`src/save_config.svh`:
```
`ifndef SAVE_CONFIG_SVH
`define SAVE_CONFIG_SVH

//////////////////////////////////////////////////////////////////////
// eeprom geometry
//////////////////////////////////////////////////////////////////////

`define SAVE_ADDR_W    13      // 8 KB image
`define SAVE_DATA_W    8

// backup source addressing
`define SAVE_OFFSET_W  9       // byte offset within a 512 byte sector
`define SAVE_LBA_W     4       // low sector bits, sixteen sectors

// loader queue depth, also credits held by the source after reset
`define BK_CREDITS     4

//////////////////////////////////////////////////////////////////////
// rtc stamp layout
//////////////////////////////////////////////////////////////////////

`define RTC_HDR_LEN    11      // validation header bytes
`define RTC_STAMP_LEN  18      // header + six time fields + checksum

// year byte, the remaining fields follow, checksum lands on 1fff
`define RTC_TIME_BASE  13'h1FF9

`endif

```
`src/save_pkg.sv`:
```
`default_nettype none

`include "save_config.svh"

package save_pkg;

  // data and address words of the eeprom image
  typedef logic [`SAVE_DATA_W-1:0] byte_t;
  typedef logic [`SAVE_ADDR_W-1:0] eeprom_addr_t;

  // stamp writer sequence
  typedef enum logic [1:0] {
    IDLE,      // waiting for a start pulse
    HEADER,    // validation header bytes
    TIME,      // converted year .. second
    CHECKSUM   // 8-bit sum of the time fields
  } rtc_state_e;

  // writer holding the ram write port this cycle
  typedef enum logic [1:0] {
    NONE,
    RTC,
    BACKUP
  } wr_owner_e;

endpackage

`default_nettype wire

```
`src/eeprom_arbiter.sv`:
```
`timescale 1ns/1ps
`default_nettype none

module eeprom_arbiter (
  input  wire                         clk_sys_32,
  input  wire                         reset,
  input  wire                         rtc_req,
  input  wire save_pkg::eeprom_addr_t rtc_addr,
  input  wire save_pkg::byte_t        rtc_data,
  input  wire                         bk_req,
  input  wire save_pkg::eeprom_addr_t bk_addr,
  input  wire save_pkg::byte_t        bk_wdata,
  output logic                        rtc_grant,
  output logic                        bk_grant,
  output logic                        mem_we,
  output save_pkg::eeprom_addr_t      mem_addr,
  output save_pkg::byte_t             mem_wdata,
  output save_pkg::wr_owner_e         owner
);

  save_pkg::wr_owner_e owner_q;

  // rtc first, backup only when the rtc side is quiet
  always_comb begin
    if (rtc_req) owner = save_pkg::RTC;
    else if (bk_req) owner = save_pkg::BACKUP;
    else owner = save_pkg::NONE;
  end

  always_comb begin
    rtc_grant = 1'b0;
    bk_grant  = 1'b0;
    mem_we    = 1'b0;
    mem_addr  = bk_addr;
    mem_wdata = bk_wdata;
    case (owner)
      save_pkg::RTC: begin
        rtc_grant = 1'b1;
        mem_we    = 1'b1;
        mem_addr  = rtc_addr;
        mem_wdata = rtc_data;
      end
      save_pkg::BACKUP: begin
        bk_grant = 1'b1;
        mem_we   = 1'b1;
      end
      default: ;  // port idle
    endcase
  end

  always_ff @(posedge clk_sys_32) begin
    if (reset) owner_q <= save_pkg::NONE;
    else owner_q <= owner;
  end

  a_grant_onehot: assert property (@(posedge clk_sys_32) disable iff (reset)
    $onehot0({rtc_grant, bk_grant}));

  // last cycle's owner must have been asking
  a_grant_backed: assert property (@(posedge clk_sys_32) disable iff (reset)
    (owner_q != save_pkg::RTC || $past(rtc_req)) &&
    (owner_q != save_pkg::BACKUP || $past(bk_req && !rtc_req)));

endmodule

`default_nettype wire

```
`config.mk`:
```
export PLATFORM = sky130hd
export DESIGN_NAME = eeprom_arbiter
export DESIGN_NICKNAME = d
export VERILOG_FILES = /design/src/save_pkg.sv /design/src/eeprom_arbiter.sv
export VERILOG_INCLUDE_DIRS = /design/src
export SDC_FILE = /design/constraint.sdc
export NUM_CORES = 1
export LEC_CHECK = 0
export BUFFER_PORTS_ARGS = -buffer_cell sky130_fd_sc_hd__buf_2
export CAP_MARGIN = 20
export CORE_MARGIN = 2
export CORE_UTILIZATION = 27
export DETAILED_ROUTE_END_ITERATION = 10
export PLACE_DENSITY = 0.81
export SETUP_SLACK_MARGIN = 0.3
export SYNTH_ARGS = -nofsm -noshare
export SYNTH_HDL_FRONTEND = slang
export SYNTH_SLANG_ARGS = --single-unit
```
`constraint.sdc`:
```
create_clock -name vclk -period 1.3
set_clock_uncertainty 0.2 [all_clocks]
set_input_delay 0.26 -clock vclk [all_inputs]
set_output_delay 0.26 -clock vclk [all_outputs]
set_load 0.02 [all_outputs]
```
==> results.json, run 1 <==
{
  "switching_power_uw": 167.3,
  "num_rows": 13,
  "nFlopsAndLatches": 0,
  "fin_crit_sh_pct": 108.7,
  "gp_congestion": 0.6519,
  "drc": 0,
  "chipHeight_um": 41.84,
  "rsz0062_at_grt": "yes",
  "ys_seq_area_share_pct": 0,
  "critPathSlowestCell": "mux2_4",
  "start_util_pct": 29.34,
  "critical_path.startpoint": "rtc_req",
  "peakVddDrop_uv": 207.0,
  "core_area_um2": 1318,
  "yosys.area.top_type": "mux2_4",
  "start_kind": "input port",
  "holdPathStages": 2,
  "fmax_mhz": 707.5,
  "internal-power_uw": 255.9,
  "synth_top_area_share_pct": 69.90,
  "ys_warn_count": 0,
  "critical_path.top_delay_family": "buffers and inverters",
  "wl_per_cell_um": 13.43,
  "pwr-share-seq_pct": 0,
  "yosys-top-cells-area": "mux2_4, buf_12, mux2_2",
  "area_growth_pct": 144.3,
  "grtUsageTotal_pct": 16.89,
  "portBuffers": 70,
  "layout-drive-gt1-share_pct": 100.0,
  "ff_latch_area_um2": 0,
  "antenna_found_initial": 0,
  "dp_hpwl_um": 1098,
  "combPwrFrac_pct": 100.0,
  "dp_slack_ns": -0.2319,
  "worst_pin_slew_ns": 0.1009,
  "grt_max_degree": 8,
  "synth_cell_types": 8,
  "num_vias": 502,
  "period_needed_ns": 1.413,
  "relSlewSlack_pct": 93.26,
  "violations": "negative setup slack",
  "firstDrtPassIters": 3,
  "placed_area_um2": 730.7,
  "cp_max_fo": 7,
  "crit_path_frequent_cell": "buf_12",
  "critical_path_required_ns": 0.84,
  "arrival_ns": 0.95,
  "io_pins": 72,
  "nNetsFinal": 146,
  "worst-path-buf-inv": 3,
  "drt-total-wl_um": 1518,
  "nClkBuffers": 0,
  "grt_pass1_vias": 588,
  "die_area_um2": 1751,
  "grt-ovfl-total": 0,
  "hold_start": "rtc_req",
  "setup_violations": 22,
  "hold_path_class": "in -> out",
  "p_clk_share_pct": 0,
  "die_w_um": 41.84,
  "p_per_area_nw_per_um2": 448.0,
  "fin_ws_ns": -0.1135,
  "crit_path_cell_trace": "buf_12 > buf_12 > mux2_4 > buf_6",
  "synth_cells": 29,
  "p_leak_uw": 0.0005460,
  "maxCapViolations": 0,
  "n_antenna_cell": 0,
  "syn_nets": 75,
  "grt_pass1_wl_um": 2415,
  "end_kind": "output port",
  "final_cell_mix": "buf_2, buf_6, mux2_4",
  "hold_viol_final": 0,
  "drt_iter0_drc": 2,
  "worst_path_largest_cell_delay_ns": 0.30,
  "cp.depth": 4,
  "syn_avg_cell_area_um2": 13.33,
  "via_per_inst": 4.442,
  "antenna_left": 0,
  "final_common_cell": "buf_2",
  "critical_path_class": "in -> out",
  "syn_area_um2": 386.6,
  "status": "complete, but fails checks",
  "swShare_pct": 39.54,
  "drv_slew": 0,
  "post-route-cell-area_um2": 944.7
}
## routing by layer
metal / share of wire [%] / wire length, µm / vias up / GRT usage, %
met2: 65 / 986 / 30 / 40.31
met4: 0 / 0 / 0 / 1.935
met5: 0 / 0 / - / 0
met1: 28 / 427 / 231 / 13.08
li1: - / - / 241 / -
met3: 6.9 / 104 / 0 / 3.043
## cell type report
class	count	area (µm²)
multi-input combinational	23	330.3
tap	15	18.77
timing repair buffer	75	595.6
fill	96	372.9
## stage by stage
stage	instances	TNS [ns]	utilization [%]	hold slack, ns	total power [µW]
floorplan	29	-0.003919	-	0.4326	213.8
global placement	111	-4.396	55.46	0.6297	311.3
detailed placement	111	-4.724	55.46	0.6357	317.5
CTS	112	-2.039	70.85	0.5901	416.2
global route	113	-2.498	71.70	0.6009	445.6
finish	113	-2.125	71.70	0.5898	423.2
## synthesized netlist by cell type, drive strengths merged
cell type and n:
or2 1, mux2 21, clkbuf 1, buf 5
nor2b 1
## kinds of logic (layout without fill, tap and decap cells)
| logic type | Yosys count | count (layout) | share of synthesized area [%] |
|---|---|---|---|
| muxes | 21 | 21 | 78.64 |
| buffers and inverters | 6 | 75 | 18.12 |
| and+or+nand+nor | 2 | 2 | 3.238 |
## power by group through the flow
| stage | clock network (µW) | logic, µW | registers, µW |
|---|---|---|---|
| finish | 0 | 423 | 0 |
| global placement | 0 | 311 | 0 |
| detailed placement | 0 | 317 | 0 |
| global route | 0 | 446 | 0 |
| CTS | 0 | 416 | 0 |
| floorplan | 0 | 214 | 0 |
## path summary, 6_finish.rpt
check | slack [ns] | to
max | -0.11 | mem_addr[5]
min | 0.59 | rtc_grant
## timing repair
action	in CTS	in global routing
hold endpoints to repair	0	0
hold buffers	0	0
resized for setup	56	1
setup endpoints to repair	26	26
gates cloned	1	0
buffers inserted	0	1
No activity file was read; power rests on OpenSTA's default activity.
==> inputs of run 2 (changes only) <==
- SETUP_SLACK_MARGIN: 0.3 -> 0.02
==> results.json, run 2 (same netlist as run 1, synthesis figures left out) <==
{
  "arrival_ns": 0.96,
  "start_util_pct": 29.34,
  "relSlewSlack_pct": 93.22,
  "dp_slack_ns": -0.2067,
  "drc": 0,
  "grt-ovfl-total": 0,
  "final_common_cell": "buf_2",
  "worst_pin_slew_ns": 0.1015,
  "power.total_uw": 440.9,
  "die_w_um": 41.84,
  "drt_iter0_drc": 4,
  "grt_pass1_wl_um": 2504,
  "combPwrFrac_pct": 100.0,
  "status": "complete, but fails checks",
  "drv_slew": 0,
  "firstDrtPassIters": 3,
  "grtUsageTotal_pct": 17.78,
  "pwr-share-seq_pct": 0,
  "gp_congestion": 0.6376,
  "nClkBuffers": 0,
  "start_kind": "input port",
  "core_area_um2": 1318,
  "nNetsFinal": 147,
  "p_clk_share_pct": 0,
  "fin_crit_sh_pct": 108.9,
  "p_per_area_nw_per_um2": 446.6,
  "antenna_left": 0,
  "worst_path_largest_cell_delay_ns": 0.30,
  "io_pins": 72,
  "num_vias": 514,
  "critical_path_class": "in -> out",
  "hold_viol_final": 0,
  "fin_ws_ns": -0.1163,
  "swShare_pct": 38.94,
  "portBuffers": 70,
  "final_core_util_pct": 74.93,
  "setup_violations": 24,
  "dp.cells": 111,
  "via_per_inst": 4.509,
  "p_leak_uw": 0.0005699,
  "peakVddDrop_uv": 220.9,
  "ctsHoldBuffers": 0,
  "switching_power_uw": 171.7,
  "die_area_um2": 1751,
  "period_needed_ns": 1.416,
  "area_growth_pct": 155.3,
  "fmax_mhz": 706.1,
  "hold_path_class": "in -> out",
  "antenna_found_initial": 0,
  "critPathSlowestCell": "mux2_4",
  "layout-drive-gt1-share_pct": 100.0,
  "ff_latch_area_um2": 0,
  "rsz0062_at_grt": "yes",
  "critical_path_required_ns": 0.84,
  "final_cell_mix": "buf_2, buf_6, mux2_4, buf_16, buf_12",
  "final_cells": 114,
  "chipHeight_um": 41.84,
  "maxCapViolations": 0,
  "grt_max_degree": 9,
  "drt-total-wl_um": 1578,
  "num_rows": 13,
  "end_kind": "output port",
  "nFlopsAndLatches": 0,
  "crit_path_cell_trace": "buf_12 > buf_16 > mux2_4 > buf_6",
  "internal-power_uw": 269.2,
  "n_antenna_cell": 0,
  "cp_max_fo": 8,
  "grt_pass1_vias": 569,
  "violations": "negative setup slack",
  "wl_per_cell_um": 13.84
}
[run 2: changes by cell type in the layout (fill, tap and decap cells not counted)]
cell / before / now
buf_8: 0 / 1
mux2_4: 19 / 21
buf_4: 2 / 1
mux2_2: 2 / 0
buf_16: 1 / 2
[run 2: worst paths after layout]
| kind | start | to | slack [ns] | cells past startpoint |
|---|---|---|---|---|
| setup / recovery | rtc_req | mem_wdata[5] | -0.12 | 4 |
| hold / removal | bk_req | mem_we | 0.61 | 3 |
[run 2: layout make-up]
cell class                 instances  area (µm²)
timing repair buffer              76       630.6
multi-input combinational         23       337.8
tap                               15       18.77
fill                              96       330.3
[run 2: routing by layer]
layer  GRT usage, %  vias up  share of wire, %
met4          5.161        0               2.7
met1          15.64      233                27
met3          3.478        4               7.4
met2          38.44       30                63
met5              0        -                 0
li1               -      247                 -
[run 2: what timing repair did]
item                                    CTS  global route
pin swaps                                 1             0
gates cloned                              2             0
buffers inserted                          1             0
resized for setup                        57             5
endpoints found under the setup margin   24            25
[run 2: stage by stage]
stage / cell area [µm²] / hold WS [ns] / setup TNS, ns
floorplan: 405.4 / 0.4326 / -0.01695
finish: 987.2 / 0.6145 / -2.316
global route: 987.2 / 0.6217 / -2.667
CTS: 969.7 / 0.6169 / -2.414
global placement: 730.7 / 0.6451 / -3.734
detailed placement: 730.7 / 0.6489 / -4.113
[run 2: power groups by stage]
stage | clock network (µW) | registers [µW] | logic, µW
after detailed placement | 0 | 0 | 320
after CTS | 0 | 0 | 433
after global placement | 0 | 0 | 311
final | 0 | 0 | 441
after global routing | 0 | 0 | 464
after floorplan | 0 | 0 | 212
[run 2: critical path: cells and delay by family]
kind,cells,cell delay (ns)
buffers and inverters,3,0.39
muxes,1,0.30
==> inputs of run 3 (changes only) <==
- ABC_AREA: default -> 1
- CORE_AREA: default -> 2 2 39 41
- CORE_MARGIN: 2 -> default
- CORE_UTILIZATION: 27 -> default
- DIE_AREA: default -> 0 0 41 43
- PLACE_DENSITY: 0.81 -> 0.8
==> results.json, run 3 <==
{
  "hold_viol_final": 0,
  "tns_ns": 0,
  "arrival_ns": 0.81,
  "die_area_um2": 1763,
  "firstDrtPassIters": 2,
  "num_rows": 14,
  "yosys.area.top_type": "nand2_1",
  "gp_congestion": 0.7203,
  "critPathSlowestCell": "clkbuf_16",
  "ys_seq_area_share_pct": 0,
  "critical_path_required_ns": 0.84,
  "ys_warn_count": 0,
  "final_core_util_pct": 60.22,
  "grt_pass1_vias": 586,
  "post_cts_buffers": 0,
  "layout-drive-gt1-share_pct": 59.86,
  "syn_avg_cell_area_um2": 4.159,
  "area_growth_pct": 170.7,
  "fin_crit_sh_pct": 97.54,
  "core_area_um2": 1384,
  "synthTopCellsByCount": "nand2_1, buf_4, buf_6",
  "final_cell_mix": "nand2_1, buf_2, buf_4, buf_6, nand2_2",
  "period_needed_ns": 1.268,
  "nClkBuffers": 0,
  "placed_area_um2": 671.9,
  "worst-path-buf-inv": 4,
  "crit_path_cell_trace": "buf_6 > inv_8 > clkbuf_16 > nand2_1 > nand2_1 > buf_6",
  "start_util_pct": 22.24,
  "holdPathStages": 4,
  "synth_cells": 74,
  "worst_pin_slew_ns": 0.1107,
  "worst_path_largest_cell_delay_ns": 0.14,
  "worst_hold_slack_ns": 0.6099,
  "grt-ovfl-total": 0,
  "p_leak_uw": 0.0005517,
  "rsz0062_at_grt": "yes",
  "start_kind": "input port",
  "critical_path_class": "in -> out",
  "status": "finished, final reports clean",
  "drv_slew": 0,
  "die_w_um": 41,
  "p_per_area_nw_per_um2": 433.6,
  "syn_area_um2": 307.8,
  "peakVddDrop_uv": 235.3,
  "grt_pass1_wl_um": 2104,
  "ff_latch_area_um2": 0,
  "ctsHoldBuffers": 0,
  "syn_nets": 120,
  "synth_top_area_share_pct": 78.05,
  "drt-total-wl_um": 1392,
  "maxCapViolations": 0,
  "fin_ws_ns": 0.03199,
  "num_vias": 675,
  "nFlopsAndLatches": 0,
  "min_to": "mem_addr[7]",
  "synth_cell_types": 7,
  "fmax_mhz": 788.6,
  "dp_slack_ns": -0.03543,
  "grtUsageTotal_pct": 15.58,
  "critical_path.top_delay_family": "buffers and inverters",
  "hold_path_class": "in -> out",
  "yosys-top-cells-area": "nand2_1, buf_4, buf_6",
  "wl_per_cell_um": 8.810,
  "antenna_found_initial": 0,
  "cp_max_fo": 8,
  "end_kind": "output port",
  "grt_max_degree": 18,
  "hold_start": "bk_addr[7]",
  "antenna_left": 0,
  "dp_hpwl_um": 1050,
  "synth_most_common_cell": "nand2_1",
  "n_antenna_cell": 0,
  "io_pins": 72,
  "chipHeight_um": 43,
  "final_common_cell": "nand2_1",
  "setup_violations": 0,
  "nNetsFinal": 190,
  "via_per_inst": 4.272,
  "relSlewSlack_pct": 92.61,
  "post-route-cell-area_um2": 833.3,
  "drc": 0,
  "drt_iter0_drc": 2,
  "fillCellCount": 139,
  "portBuffers": 70
}
[run 3: tightest hold or removal path, cell delays in order]
cell	delay (ns)
buf_2	0.07
nand2_1	0.04
nand2_1	0.05
buf_4	0.13
[run 3: per-stage QoR]
step / total power, µW / std cells
3_3_place_gp: 281.7 / 157
3_5_place_dp: 286.0 / 157
6_report: 361.3 / 158
5_1_grt: 388.4 / 158
2_1_floorplan: 160.8 / 74
4_1_cts: 327.5 / 157
[run 3: kinds of logic after synthesis]
kind of cell	count (synthesis)	share of synthesized area, %
AND/OR/NAND/NOR	65	79.27
buffers and inverters	9	20.73
[run 3: what timing repair did]
action                                  4_1_cts  5_1_grt
endpoints found under the setup margin       21       24
endpoints found under the hold margin         0        0
pin swaps                                     0        4
gates resized for setup                      28       20
cloned                                        0        1
[run 3: how the worst max path moves through the flow]
stage               startpoint            to  cells after the start
detailed placement     rtc_req   mem_addr[0]                      5
global route           rtc_req  mem_addr[12]                      6
global placement       rtc_req  mem_wdata[3]                      5
CTS                    rtc_req  mem_wdata[5]                      6
finish                 rtc_req  mem_addr[12]                      6
floorplan              rtc_req      owner[1]                      3
[run 3: cell type report]
| class | instances | area (µm²) | share of cell area, % |
|---|---|---|---|
| Multi-Input combinational cell | 65 | 271.5 | 32.58 |
| Timing Repair Buffer | 75 | 526.8 | 63.21 |
| Inverter | 2 | 15.01 | 1.802 |
| Tap cell | 16 | 20.02 | 2.402 |
[run 3: per-layer routing]
layer  wire length, µm  track usage, %
met5                 0               0
met4                 0               0
met3               128           1.571
met2               761           30.00
met1               502           18.04
[run 3: report_power, final]
group,total [µW],switching [µW],leakage (µW),internal [µW]
clock,0,0,0,0
sequential,0,0,0,0
combinational,361,180,0.000552,181
