==> src/save_config.svh <==
`ifndef SAVE_CONFIG_SVH
`define SAVE_CONFIG_SVH

//////////////////////////////////////////////////////////////////////
// eeprom geometry
//////////////////////////////////////////////////////////////////////

`define SAVE_ADDR_W    13      // 8 KB image
`define SAVE_DATA_W    8

// backup source addressing
`define SAVE_OFFSET_W  9       // byte offset within a 512 byte sector
`define SAVE_LBA_W     4       // low sector bits, sixteen sectors

// loader queue depth, also credits held by the source after reset
`define BK_CREDITS     4

//////////////////////////////////////////////////////////////////////
// rtc stamp layout
//////////////////////////////////////////////////////////////////////

`define RTC_HDR_LEN    11      // validation header bytes
`define RTC_STAMP_LEN  18      // header + six time fields + checksum

// year byte, the remaining fields follow, checksum lands on 1fff
`define RTC_TIME_BASE  13'h1FF9

`endif

==> src/save_pkg.sv <==
`default_nettype none

`include "save_config.svh"

package save_pkg;

  // data and address words of the eeprom image
  typedef logic [`SAVE_DATA_W-1:0] byte_t;
  typedef logic [`SAVE_ADDR_W-1:0] eeprom_addr_t;

  // stamp writer sequence
  typedef enum logic [1:0] {
    IDLE,      // waiting for a start pulse
    HEADER,    // validation header bytes
    TIME,      // converted year .. second
    CHECKSUM   // 8-bit sum of the time fields
  } rtc_state_e;

  // writer holding the ram write port this cycle
  typedef enum logic [1:0] {
    NONE,
    RTC,
    BACKUP
  } wr_owner_e;

endpackage

`default_nettype wire

==> src/rtc_stamp_writer.sv <==
`timescale 1ns/1ps
`default_nettype none

`include "save_config.svh"

module rtc_stamp_writer (
  input  wire                    clk_sys_32,
  input  wire                    reset,
  input  wire                    rtc_start,
  input  wire [63:0]             rtc_timestamp,  // bcd, lanes as delivered by the rtc
  input  wire                    rtc_grant,
  output logic                   rtc_req,
  output save_pkg::eeprom_addr_t rtc_addr,
  output save_pkg::byte_t        rtc_data,
  output logic                   rtc_busy
);

  localparam int IDX_W = $clog2(`RTC_STAMP_LEN);
  localparam int N_FIELDS = `RTC_STAMP_LEN - `RTC_HDR_LEN - 1;

  // validation header, written before the time fields
  localparam save_pkg::eeprom_addr_t HDR_ADDR [0:`RTC_HDR_LEN-1] = '{
    13'h0000, 13'h0001, 13'h0002, 13'h0003,
    13'h1FF2, 13'h1FF3, 13'h1FF4, 13'h1FF5,
    13'h1FF6, 13'h1FF7, 13'h1FF8
  };
  localparam save_pkg::byte_t HDR_DATA [0:`RTC_HDR_LEN-1] = '{
    8'h47, 8'h42, 8'h4D, 8'h4E,  // "GBMN"
    8'h01, 8'h03, 8'h01, 8'h1F,
    8'h00, 8'h00, 8'h00
  };

  save_pkg::rtc_state_e state;
  logic [IDX_W-1:0]     idx;        // position in the 18 write sequence
  logic [2:0]           field_sel;  // time field being written
  save_pkg::byte_t      bcd_q [0:N_FIELDS-1];
  save_pkg::byte_t      csum;

  function automatic save_pkg::byte_t bcd2bin(input save_pkg::byte_t bcd);
    bcd2bin = save_pkg::byte_t'(bcd[7:4]) * 8'd10 + save_pkg::byte_t'(bcd[3:0]);
  endfunction

  //////////////////////////////////////////////////////////////////////
  // sequencer
  //////////////////////////////////////////////////////////////////////

  always_ff @(posedge clk_sys_32) begin
    if (reset) begin
      state <= save_pkg::IDLE;
      idx   <= '0;
    end else begin
      case (state)
        save_pkg::IDLE: begin
          if (rtc_start) begin
            state <= save_pkg::HEADER;
            idx   <= '0;
          end
        end
        save_pkg::HEADER: begin
          if (rtc_grant) begin
            idx <= idx + 1'b1;
            if (idx == IDX_W'(`RTC_HDR_LEN - 1)) state <= save_pkg::TIME;
          end
        end
        save_pkg::TIME: begin
          if (rtc_grant) begin
            idx <= idx + 1'b1;
            if (idx == IDX_W'(`RTC_STAMP_LEN - 2)) state <= save_pkg::CHECKSUM;
          end
        end
        save_pkg::CHECKSUM: begin
          if (rtc_grant) state <= save_pkg::IDLE;  // last byte out
        end
        default: state <= save_pkg::IDLE;
      endcase
    end
  end

  // timestamp snapshot and running sum
  always_ff @(posedge clk_sys_32) begin
    if (state == save_pkg::IDLE && rtc_start) begin
      bcd_q[0] <= rtc_timestamp[55:48];  // year
      bcd_q[1] <= rtc_timestamp[47:40];  // month
      bcd_q[2] <= rtc_timestamp[39:32];  // day
      bcd_q[3] <= rtc_timestamp[23:16];  // hour
      bcd_q[4] <= rtc_timestamp[15:8];   // minute
      bcd_q[5] <= rtc_timestamp[7:0];    // second
      csum     <= '0;
    end else if (state == save_pkg::TIME && rtc_grant) begin
      csum <= csum + rtc_data;
    end
  end

  //////////////////////////////////////////////////////////////////////
  // request side
  //////////////////////////////////////////////////////////////////////

  assign rtc_busy = (state != save_pkg::IDLE);
  assign rtc_req  = (state != save_pkg::IDLE);

  always_comb begin
    field_sel = 3'(idx - IDX_W'(`RTC_HDR_LEN));
    case (state)
      save_pkg::HEADER: begin
        rtc_addr = HDR_ADDR[idx[3:0]];
        rtc_data = HDR_DATA[idx[3:0]];
      end
      save_pkg::TIME: begin
        rtc_addr = `RTC_TIME_BASE + save_pkg::eeprom_addr_t'(field_sel);
        rtc_data = bcd2bin(bcd_q[field_sel]);
      end
      save_pkg::CHECKSUM: begin
        rtc_addr = `RTC_TIME_BASE + save_pkg::eeprom_addr_t'(N_FIELDS);
        rtc_data = csum;
      end
      default: begin
        rtc_addr = '0;
        rtc_data = '0;
      end
    endcase
  end

  // top priority at the arbiter keeps the stamp to one write per cycle
  a_stamp_len: assert property (@(posedge clk_sys_32) disable iff (reset)
    $rose(rtc_busy) |-> rtc_busy [*`RTC_STAMP_LEN] ##1 !rtc_busy);

endmodule

`default_nettype wire

==> config.mk <==
export PLATFORM = sky130hd
export DESIGN_NAME = rtc_stamp_writer
export DESIGN_NICKNAME = d
export VERILOG_FILES = /design/src/save_pkg.sv /design/src/rtc_stamp_writer.sv
export VERILOG_INCLUDE_DIRS = /design/src
export SDC_FILE = /design/constraint.sdc
export NUM_CORES = 1
export LEC_CHECK = 0
export BUFFER_PORTS_ARGS = -buffer_cell sky130_fd_sc_hd__buf_2
export CELL_PAD_IN_SITES_DETAIL_PLACEMENT = 1
export CELL_PAD_IN_SITES_GLOBAL_PLACEMENT = 2
export CORE_MARGIN = 1.5
export CORE_UTILIZATION = 34
export DETAILED_ROUTE_END_ITERATION = 12
export PLACE_DENSITY_LB_ADDON = 0.1
export SLEW_MARGIN = 20
export SYNTH_ARGS = -nofsm -noshare
export SYNTH_HDL_FRONTEND = slang
export SYNTH_SLANG_ARGS = --single-unit
==> constraint.sdc <==
create_clock -name clk_sys_32 -period 6 [get_ports clk_sys_32]
set_input_delay 0.3 -clock clk_sys_32 [delete_from_list [all_inputs] [get_ports clk_sys_32]]
set_output_delay 0.3 -clock clk_sys_32 [all_outputs]
set_load 0.005 [all_outputs]
==> metrics.csv, run 1 <==
metric;value;unit
Vias/cell;4.96;
max-cap viol count;0;
First-pass DRT Iterations;4;
n_diodes;0;
Worst-path clk slew;80;ps
Worst Path Buf+Inv;1;
WL/cell;15.9;µm
# fillers;1083;
average size of a mapped cell;11.5;µm²
Num CTS Buffers;9;
synth top area cells;edfxtp_1 (41%), ha_1 (9.0%), dfxtp_1 (8.6%), mux4_2 (5.2%), nand2_1 (2.8%);
dpl ws;735;ps
crit end category;flop;
share of cells above drive strength 1;28.2;%
Nets;464;
endpoints failing hold;0;
GPL Wtd Cong;0.759;
hold crit path type;in2reg;
Max stage delay cell, worst path;mux4_2;
setup violators final;0;
CP Data Required Time;6230;ps
Leak;1.65;nW
critical path class;reg2reg;
pwr dens;419;nW/µm²
DR DRC count;0;
CTS tree;yes;
crit-path max cell delay;550;ps
# rows;36;
core area;9860;µm²
post-layout power;1.72;mW
Boundary Pins;91;
Clk Latency, worst-skew pair;340;ps
Slew @ Worst Pin;924;ps
top-area cell type share of the netlist area;41.5;%
GRT overflow;0;
post-synth top area cell;edfxtp_1;
fmax;192;MHz
largest net degree at the start of global routing;57;
clock share of power;21.7;%
DP HPWL;5.97;mm
unrepaired setup endpoints after global routing;false;
Initial Util;35.2;%
Mapped Area;3470;µm²
CTS root buf;clkbuf_8;
clock sink total;63;
Crit path max-delay family;adder cells;
commonest register cell after synthesis;edfxtp_1;
WP data arrival;5430;ps
Async SR Flop Fraction;0;%
Max clock buf depth;2;
vias in the first global route;2602;
Mapped Cells;302;
Sw Share;37.5;%
Vias;2511;
synth unique cells;43;
fin crit period;5210;ps
#FFs+latches synth;63;
Post-synth EDFFs;48;
GRT Util Overall;15.8;%
Max Slew Vio Count;0;
syn_nets;398;
htree depth;3;
status;finished clean;
final period utilization;86.8;%
most frequent cell after synthesis;edfxtp_1;
Final Worst Setup Slack;794;ps
CTS resizes;0;
Routed WL;8.05;mm
Die Area;10800;µm²
first-pass GRT wire length;13.3;mm
CP dominant cell by count;ha_1;
crit start category;flop;
die height;104;µm
post-route ant nets;0;
Yosys warnings;0;
iteration-0 DRC count of the detailed router;69;
Seq/Total Area, Yosys;50.1;%
CP Max Fanout;7;
initial antenna violation count;0;
sequential power share;35.7;%
Commonest cells post-synth;edfxtp_1 (48), nand2_1 (26), ha_1 (25), nor2_1 (23), a21oi_1 (16);
cell breakdown of the critical path;inv_1 -> ha_1 -> mux2_1 -> mux4_2 -> ha_1 -> ha_1 -> fa_1 -> nand2_1 -> nor2_1 -> xnor2_1 -> xnor2_1 -> a222oi_1 -> nor2_1 -> ha_1 -> o41ai_2 -> or3_1 -> a31oi_1 -> a311oi_1;
Hold-fix buffers, CTS;0;
Synth-to-Final Area Change;18.4;%
Logic pwr share;42.6;%
Setup TNS;0;ps
postcts setup bufs;0;
PortBufs;74;
clk_skew;7.51;ps
Max rail drop VDD;0.141;mV
width of the die;104;µm
max_slew headroom;38.4;%
Sw Pwr;0.646;mW
Int Power;1.08;mW
[power by group through the flow]
stage	combinational (mW)	sequential [mW]	clock (mW)
floorplan	0.558	0.614	0
global placement	0.739	0.620	0
detailed placement	0.751	0.626	0
CTS	0.755	0.617	0.387
global route	0.832	0.625	0.406
finish	0.735	0.615	0.374
[cells in the final DEF, fill, tap and decap left out, types with 3 or more instances in the layout]
cell,instances
a21o_1,5
a21oi_1,16
o21ai_1,11
nand3_1,5
clkbuf_8,9
a222oi_1,5
edfxtp_1,48
ha_1,25
dfxtp_1,15
nand2b_1,4
clkinv_4,3
buf_4,3
a31oi_1,6
inv_1,14
o21ai_0,8
nor2b_1,7
buf_2,74
mux4_2,8
xor2_1,4
nor2_1,23
nand2_1,26
xnor2_1,9
fa_1,3
mux2i_1,9
[worst paths after layout]
check	start	end	slack [ps]	depth (start not counted)
min reg2reg	csum[0]	csum[0]	490	2
min	rtc_timestamp[50]	bcd_q[0][2]	130	1
max reg2reg	idx[1]	csum[7]	790	18
max	idx[1]	csum[7]	790	18
[sequential cells by signal (all words and copies together), names as in the netlist]
signal and cells:
bcd_q 48, csum 8, idx 5, state 2
[area by class of cell]
cell class	instances	area, µm²	area share, %
repair buffers	77	393	9.55
inverters	16	61.3	1.49
multi-input cells	201	1550	37.7
flip-flops and latches	63	1740	42.3
well taps	133	166	4.05
clock buffers	10	128	3.10
clock inverters	6	71.3	1.73
[per-stage QoR]
stage / utilization, % / cell area, µm² / hold slack (ps) / std cells
final: 41.7 / 4110 / 131 / 506
after floorplan: - / 3470 / 369 / 302
after detailed placement: 39.7 / 3910 / 479 / 490
after global routing: 41.7 / 4110 / 105 / 506
after global placement: 39.7 / 3910 / 467 / 490
after CTS: 41.7 / 4110 / 111 / 506
[routing by layer]
metal,up-vias,GRT usage [%],wire [µm]
met1,1199,19.8,3760
li1,1235,-,-
met4,0,4.17,83
met2,69,27.2,3840
met5,-,0,0
met3,8,3.82,365
[cells by family after synthesis]
logic type	after synthesis	share of synthesized area [%]
flops	63	50.1
xor+xnor	13	3.28
compound gates	68	12.7
mux	20	8.75
buf+inv	38	5.19
fa+ha+maj	28	10.7
simple gates	72	9.18
(Power assumes the default switching activity.)
==> run 2, diff against run 1 <==
--- a/config.mk
+++ b/config.mk
@@ -6,7 +6,7 @@
 export SDC_FILE = /design/constraint.sdc
 export NUM_CORES = 1
 export LEC_CHECK = 0
-export BUFFER_PORTS_ARGS = -buffer_cell sky130_fd_sc_hd__buf_2
+export BUFFER_PORTS_ARGS = -buffer_cell sky130_fd_sc_hd__clkbuf_2
 export CELL_PAD_IN_SITES_DETAIL_PLACEMENT = 1
 export CELL_PAD_IN_SITES_GLOBAL_PLACEMENT = 2
 export CORE_MARGIN = 1.5
==> run 2 against run 1 <==
Net effect:
- global-route usage rose by 0.39 points
- core utilization rose by 0.11 points
- sequential share of layout area down 0.12 points
- hold slack lost 8.6 ps
- sequential power about the same
- die area unchanged
- fmax is 1.2% lower
- highest routed layer unchanged
==> metrics.csv, run 2 (synthesis results as in run 1) <==
metric;value;unit;change
DR DRC count;0;;unchanged
Leak;1.66;nW;was 1.65 nW
Worst-path clk slew;80;ps;about the same
vias in the first global route;2642;;was 2602
commonest non-fill, non-tap cell in the layout;clkbuf_2;;was buf_2
FF+latch area;1740;µm²;unchanged
Synth-to-Final Area Change;18.7;%;was 18.4%
largest registers;bcd_q x48, csum x8, idx x5;;unchanged
initial antenna violation count;0;;unchanged
Slew @ Worst Pin;919;ps;was 924 ps
Max rail drop VDD;0.181;mV;was 0.141 mV
WP data arrival;5510;ps;was 5430 ps
Num CTS Buffers;9;;unchanged
First-pass DRT Iterations;4;;unchanged
final period utilization;87.8;%;was 86.8%
Vias;2491;;was 2511
die height;104;µm;unchanged
crit-path max cell delay;560;ps;was 550 ps
Nets;464;;unchanged
Worst Path Buf+Inv;1;;unchanged
max-cap viol count;0;;unchanged
post-route ant nets;0;;unchanged
Max stage delay cell, worst path;mux4_2;;unchanged
Post-Place Cells;490;;unchanged
cell breakdown of the critical path;inv_1 -> ha_1 -> mux2_1 -> mux4_2 -> ha_1 -> ha_1 -> fa_1 -> nand2_1 -> nor2_1 -> xnor2_1 -> xnor2_1 -> a222oi_1 -> nor2_1 -> ha_1 -> o41ai_2 -> or3_1 -> a31oi_1 -> a311oi_1;;unchanged
max_slew headroom;38.8;%;was 38.4%
Setup TNS;0;ps;unchanged
CTS tree;yes;;unchanged
largest net degree at the start of global routing;57;;unchanged
status;finished clean;;unchanged
Crit. path cell count;18;;unchanged
crit end category;flop;;unchanged
CTS resizes;0;;unchanged
CTS root buf;clkbuf_8;;unchanged
Max Slew Vio Count;0;;unchanged
n_diodes;0;;unchanged
share of cells above drive strength 1;28.2;%;about the same
first-pass GRT wire length;13.4;mm;was 13.3 mm
highest-count cells in the layout ignoring fill and taps;clkbuf_2 (74), edfxtp_1 (48), nand2_1 (26);;was buf_2 (74), edfxtp_1 (48), nand2_1 (26)
# rows;36;;unchanged
Reg-to-Reg Start;idx[1];;unchanged
Reg with most FFs;bcd_q;;unchanged
setup violators final;0;;unchanged
core area;9860;µm²;unchanged
iteration-0 DRC count of the detailed router;76;;was 69
Critical Path Start;idx[1];;unchanged
CP Max Fanout;7;;unchanged
Clk Latency, worst-skew pair;350;ps;was 340 ps
reg2reg end;csum[7];;unchanged
Vias/cell;4.93;;was 4.96
fmax;190;MHz;was 192 MHz
pwr dens;427;nW/µm²;was 419 nW/µm²
Max clock buf depth;2;;unchanged
critical path endpoint;csum[7];;unchanged
width of the die;104;µm;unchanged
clock sink total;63;;unchanged
CP dominant cell by count;ha_1;;unchanged
setup slack, reg-to-reg;730;ps;was 790 ps
unrepaired setup endpoints after global routing;false;;unchanged
Crit path max-delay family;adder cells;;unchanged
GRT Util Overall;16.2;%;was 15.8%
Die Area;10800;µm²;unchanged
PortBufs;74;;unchanged
Initial Util;35.2;%;unchanged
CP Data Required Time;6240;ps;was 6230 ps
fin util;41.8;%;was 41.7%
hold crit path type;in2reg;;unchanged
Routed WL;8.04;mm;was 8.05 mm
GPL Wtd Cong;0.759;;about the same
multi-input logic area;1550;µm²;unchanged
GRT overflow;0;;unchanged
post-route non-filler standard cell count;505;;was 506
critical path class;reg2reg;;unchanged
clk_skew;10.4;ps;was 7.51 ps
max reg flops;48;;unchanged
R2R cell count;18;;unchanged
# fillers;1115;;was 1083
DP HPWL;5.96;mm;was 5.97 mm
crit start category;flop;;unchanged
htree depth;3;;unchanged
Hold-fix buffers, CTS;0;;unchanged
Boundary Pins;91;;unchanged
fin crit period;5270;ps;was 5210 ps
WL/cell;15.9;µm;about the same
postcts setup bufs;0;;unchanged
endpoints failing hold;0;;unchanged
-- run 2: per-stage QoR --
stage / hold slack, ps / total power [mW] / area, µm² / worst slack, ps
after floorplan: 369 / 1.17 / 3470 / 700
after global placement: 467 / 1.36 / 3910 / 804
after detailed placement: 475 / 1.38 / 3910 / 718
after CTS: 103 / 1.79 / 4120 / 709
after global routing: 105 / 1.90 / 4130 / 276
final: 122 / 1.76 / 4130 / 731
-- run 2: power by group --
group | total (mW) | leakage, nW | switching [mW] | internal [mW]
sequential | 0.614 | 0.579 | 0.0322 | 0.582
combinational | 0.740 | 0.975 | 0.437 | 0.303
clock | 0.406 | 0.105 | 0.175 | 0.231
total | 1.76 | 1.66 | 0.644 | 1.12
-- run 2: cell type report --
type / instances / share of cell area, %
inverters: 16 / 1.49
clock inverters: 6 / 2.09
flip-flops and latches: 63 / 42.2
clock buffers: 9 / 3.00
repair buffers: 77 / 9.52
well taps: 133 / 4.03
multi-input cells: 201 / 37.6
-- run 2: worst min path at each step --
stage	from	to	slack, ps	depth (start not counted)
after CTS	rtc_timestamp[6]	bcd_q[5][6]	100	1
after global placement	csum[0]	csum[0]	470	2
after floorplan	reset	idx[1]	370	1
after global routing	rtc_timestamp[6]	bcd_q[5][6]	100	1
after detailed placement	csum[0]	csum[0]	470	2
final	rtc_timestamp[14]	bcd_q[4][6]	120	1
-- run 2: routing by layer --
metal | global-route usage, % | part of all wire (%) | vias up
met5 | 0 | 0 | -
li1 | - | - | 1230
met3 | 3.45 | 4.4 | 11
met4 | 6.55 | 1.8 | 0
met2 | 26.2 | 47 | 65
met1 | 21.0 | 47 | 1185
==> run 3, diff against run 2 <==
--- a/config.mk
+++ b/config.mk
@@ -10,9 +10,11 @@
 export CELL_PAD_IN_SITES_DETAIL_PLACEMENT = 1
 export CELL_PAD_IN_SITES_GLOBAL_PLACEMENT = 2
 export CORE_MARGIN = 1.5
-export CORE_UTILIZATION = 34
+export CORE_UTILIZATION = 29
 export DETAILED_ROUTE_END_ITERATION = 12
+export GPL_TIMING_DRIVEN = 0
 export PLACE_DENSITY_LB_ADDON = 0.1
+export SKIP_LAST_GASP = 1
 export SLEW_MARGIN = 20
 export SYNTH_ARGS = -nofsm -noshare
 export SYNTH_HDL_FRONTEND = slang
==> run 3 against run 2 <==
Net effect:
- the flow now finishes with violations (DRC)
- sequential power hardly changed
- core utilization is 4.2 points lower
- critical path depth up 1
- global-route usage decreased by 1.4 points
- sequential cell count unchanged
- worst setup slack worse by 130 ps
- wire length is 7.9% higher
- fmax down 2.3%
- clock skew is 3.4 ps lower
- sequential share of layout area down 2.2 points
- highest routed layer unchanged
==> metrics.csv, run 3 (synthesis results as in run 1) <==
metric;value;unit;change
# rows;39;;was 36
Max rail drop VDD;0.171;mV;was 0.181 mV
DR WL met2;4.13;mm;was 3.76 mm
max-cap viol count;0;;unchanged
highest-count cells in the layout ignoring fill and taps;clkbuf_2 (74), edfxtp_1 (48), nand2_1 (26);;unchanged
Boundary Pins;91;;unchanged
clock sink total;63;;unchanged
die height;112;µm;was 104 µm
DP HPWL;6.61;mm;was 5.96 mm
final period utilization;89.9;%;was 87.8%
iteration-0 DRC count of the detailed router;125;;was 76
Hold-fix buffers, CTS;0;;unchanged
Leak;1.76;nW;was 1.66 nW
routed wl met3;344;µm;was 350 µm
largest net degree at the start of global routing;37;;was 57
GPL Wtd Cong;0.755;;was 0.759
share of cells above drive strength 1;29.5;%;was 28.2%
Reg with most FFs;bcd_q;;unchanged
fin crit period;5400;ps;was 5270 ps
reg2reg end;csum[7];;unchanged
DR DRC count;4;;was 0
Max clock buf depth;2;;unchanged
core area;11600;µm²;was 9860 µm²
Initial Util;30.0;%;was 35.2%
Die Area;12600;µm²;was 10800 µm²
crit-path max cell delay;560;ps;about the same
Nets;484;;was 464
R2R cell count;19;;was 18
CTS root buf;clkbuf_16;;was clkbuf_8
commonest non-fill, non-tap cell in the layout;clkbuf_2;;unchanged
crit start category;flop;;unchanged
Vias/cell;4.84;;was 4.93
Max stage delay cell, worst path;mux4_2;;unchanged
status;finished, violations left;;was finished clean
Num CTS Buffers;9;;unchanged
endpoints failing hold;0;;unchanged
WL/cell;16.2;µm;was 15.9 µm
Critical Path Start;idx[0];;was idx[1]
Post-Place Cells;520;;was 490
CP Max Fanout;10;;was 7
WP data arrival;5620;ps;was 5510 ps
CP Data Required Time;6230;ps;was 6240 ps
vias in the first global route;2733;;was 2642
fmax;185;MHz;was 190 MHz
width of the die;112;µm;was 104 µm
First-pass DRT Iterations;8;;was 4
Hold Path Cell Cnt;1;;unchanged
post-route ant nets;0;;unchanged
max reg flops;48;;unchanged
Clk Latency, worst-skew pair;330;ps;was 350 ps
PortBufs;74;;unchanged
critical path endpoint;csum[7];;unchanged
setup slack, reg-to-reg;600;ps;was 730 ps
crit end category;flop;;unchanged
failing checks;DRC;;
Worst Path Buf+Inv;2;;was 1
met1 wire length;4.06;mm;was 3.79 mm
clk_skew;7.02;ps;was 10.4 ps
post-route non-filler standard cell count;536;;was 505
setup violators final;0;;unchanged
critical path class;reg2reg;;unchanged
largest registers;bcd_q x48, csum x8, idx x5;;unchanged
Crit path max-delay family;adder cells;;unchanged
initial antenna violation count;0;;unchanged
Slew @ Worst Pin;685;ps;was 919 ps
Routed WL;8.68;mm;was 8.04 mm
Synth-to-Final Area Change;25.3;%;was 18.7%
post-layout power;1.93;mW;was 1.76 mW
Reg-to-Reg Start;idx[0];;was idx[1]
max_slew headroom;54.1;%;was 38.8%
hold slack;140;ps;was 122 ps
GRT Util Overall;14.8;%;was 16.2%
unrepaired setup endpoints after global routing;false;;unchanged
n_diodes;0;;unchanged
Vias;2596;;was 2491
pwr dens;442;nW/µm²;was 427 nW/µm²
Worst-path clk slew;60;ps;was 80 ps
DR top layer;met4;;unchanged
Max Slew Vio Count;0;;unchanged
Crit. path cell count;19;;was 18
htree depth;3;;unchanged
CTS tree;yes;;unchanged
GRT overflow;0;;unchanged
cell breakdown of the critical path;buf_4 -> inv_2 -> ha_1 -> mux2_1 -> mux4_2 -> ha_1 -> ha_1 -> fa_1 -> nand2_1 -> nor2_1 -> xnor2_1 -> xnor2_1 -> a222oi_1 -> nor2_1 -> ha_1 -> o41ai_2 -> or3_1 -> a31oi_1 -> a311oi_1;;was inv_1 -> ha_1 -> mux2_1 -> mux4_2 -> ha_1 -> ha_1 -> fa_1 -> nand2_1 -> nor2_1 -> xnor2_1 -> xnor2_1 -> a222oi_1 -> nor2_1 -> ha_1 -> o41ai_2 -> or3_1 -> a31oi_1 -> a311oi_1
hold crit path type;in2reg;;unchanged
CP dominant cell by count;ha_1;;unchanged
first-pass GRT wire length;14.3;mm;was 13.4 mm
[run 3: area by class of cell]
cell class	instances	area (µm²)
timing repair buffer	75	390
clock inverter	6	70.1
inverter	16	61.3
sequential	63	1740
buffer	22	128
tap	143	179
clock buffer	10	229
fill	1294	7210
multi-input combinational	201	1550
[run 3: repair_timing]
item / 4_1_cts / 5_1_grt
resized for setup: 2 / 4
gates cloned: 0 / 0
endpoints found under the setup margin: 2 / 1
buffers inserted: 0 / 0
hold endpoints to repair: 0 / 0
[run 3: stage by stage]
stage	TNS (ps)	setup slack [ps]	utilization, %	cell area [µm²]
3_5_place_dp	-432	-432	35.0	4050
2_1_floorplan	0	700	-	3470
5_1_grt	0	109	37.6	4350
4_1_cts	0	204	37.6	4350
6_report	0	604	37.6	4350
3_3_place_gp	-431	-431	34.8	4020
[run 3: report_power, final]
part	switching, mW	total (mW)	internal (mW)
logic	0.457	0.788	0.331
clock network	0.201	0.525	0.324
registers	0.0334	0.613	0.580
total	0.691	1.93	1.23
[run 3: routing by layer]
layer / up-vias / track usage, %
li1: 1274 / -
met1: 1249 / 18.9
met2: 61 / 25.0
met3: 12 / 2.97
met4: 0 / 5.32
met5: - / 0
[run 3: how the worst min path moves through the flow]
stage	from	to	slack, ps
final	rtc_timestamp[16]	bcd_q[3][0]	140
after global placement	csum[0]	csum[0]	470
after CTS	rtc_timestamp[34]	bcd_q[2][2]	130
after global routing	rtc_timestamp[17]	bcd_q[3][1]	130
after detailed placement	csum[0]	csum[0]	480
after floorplan	reset	idx[1]	370
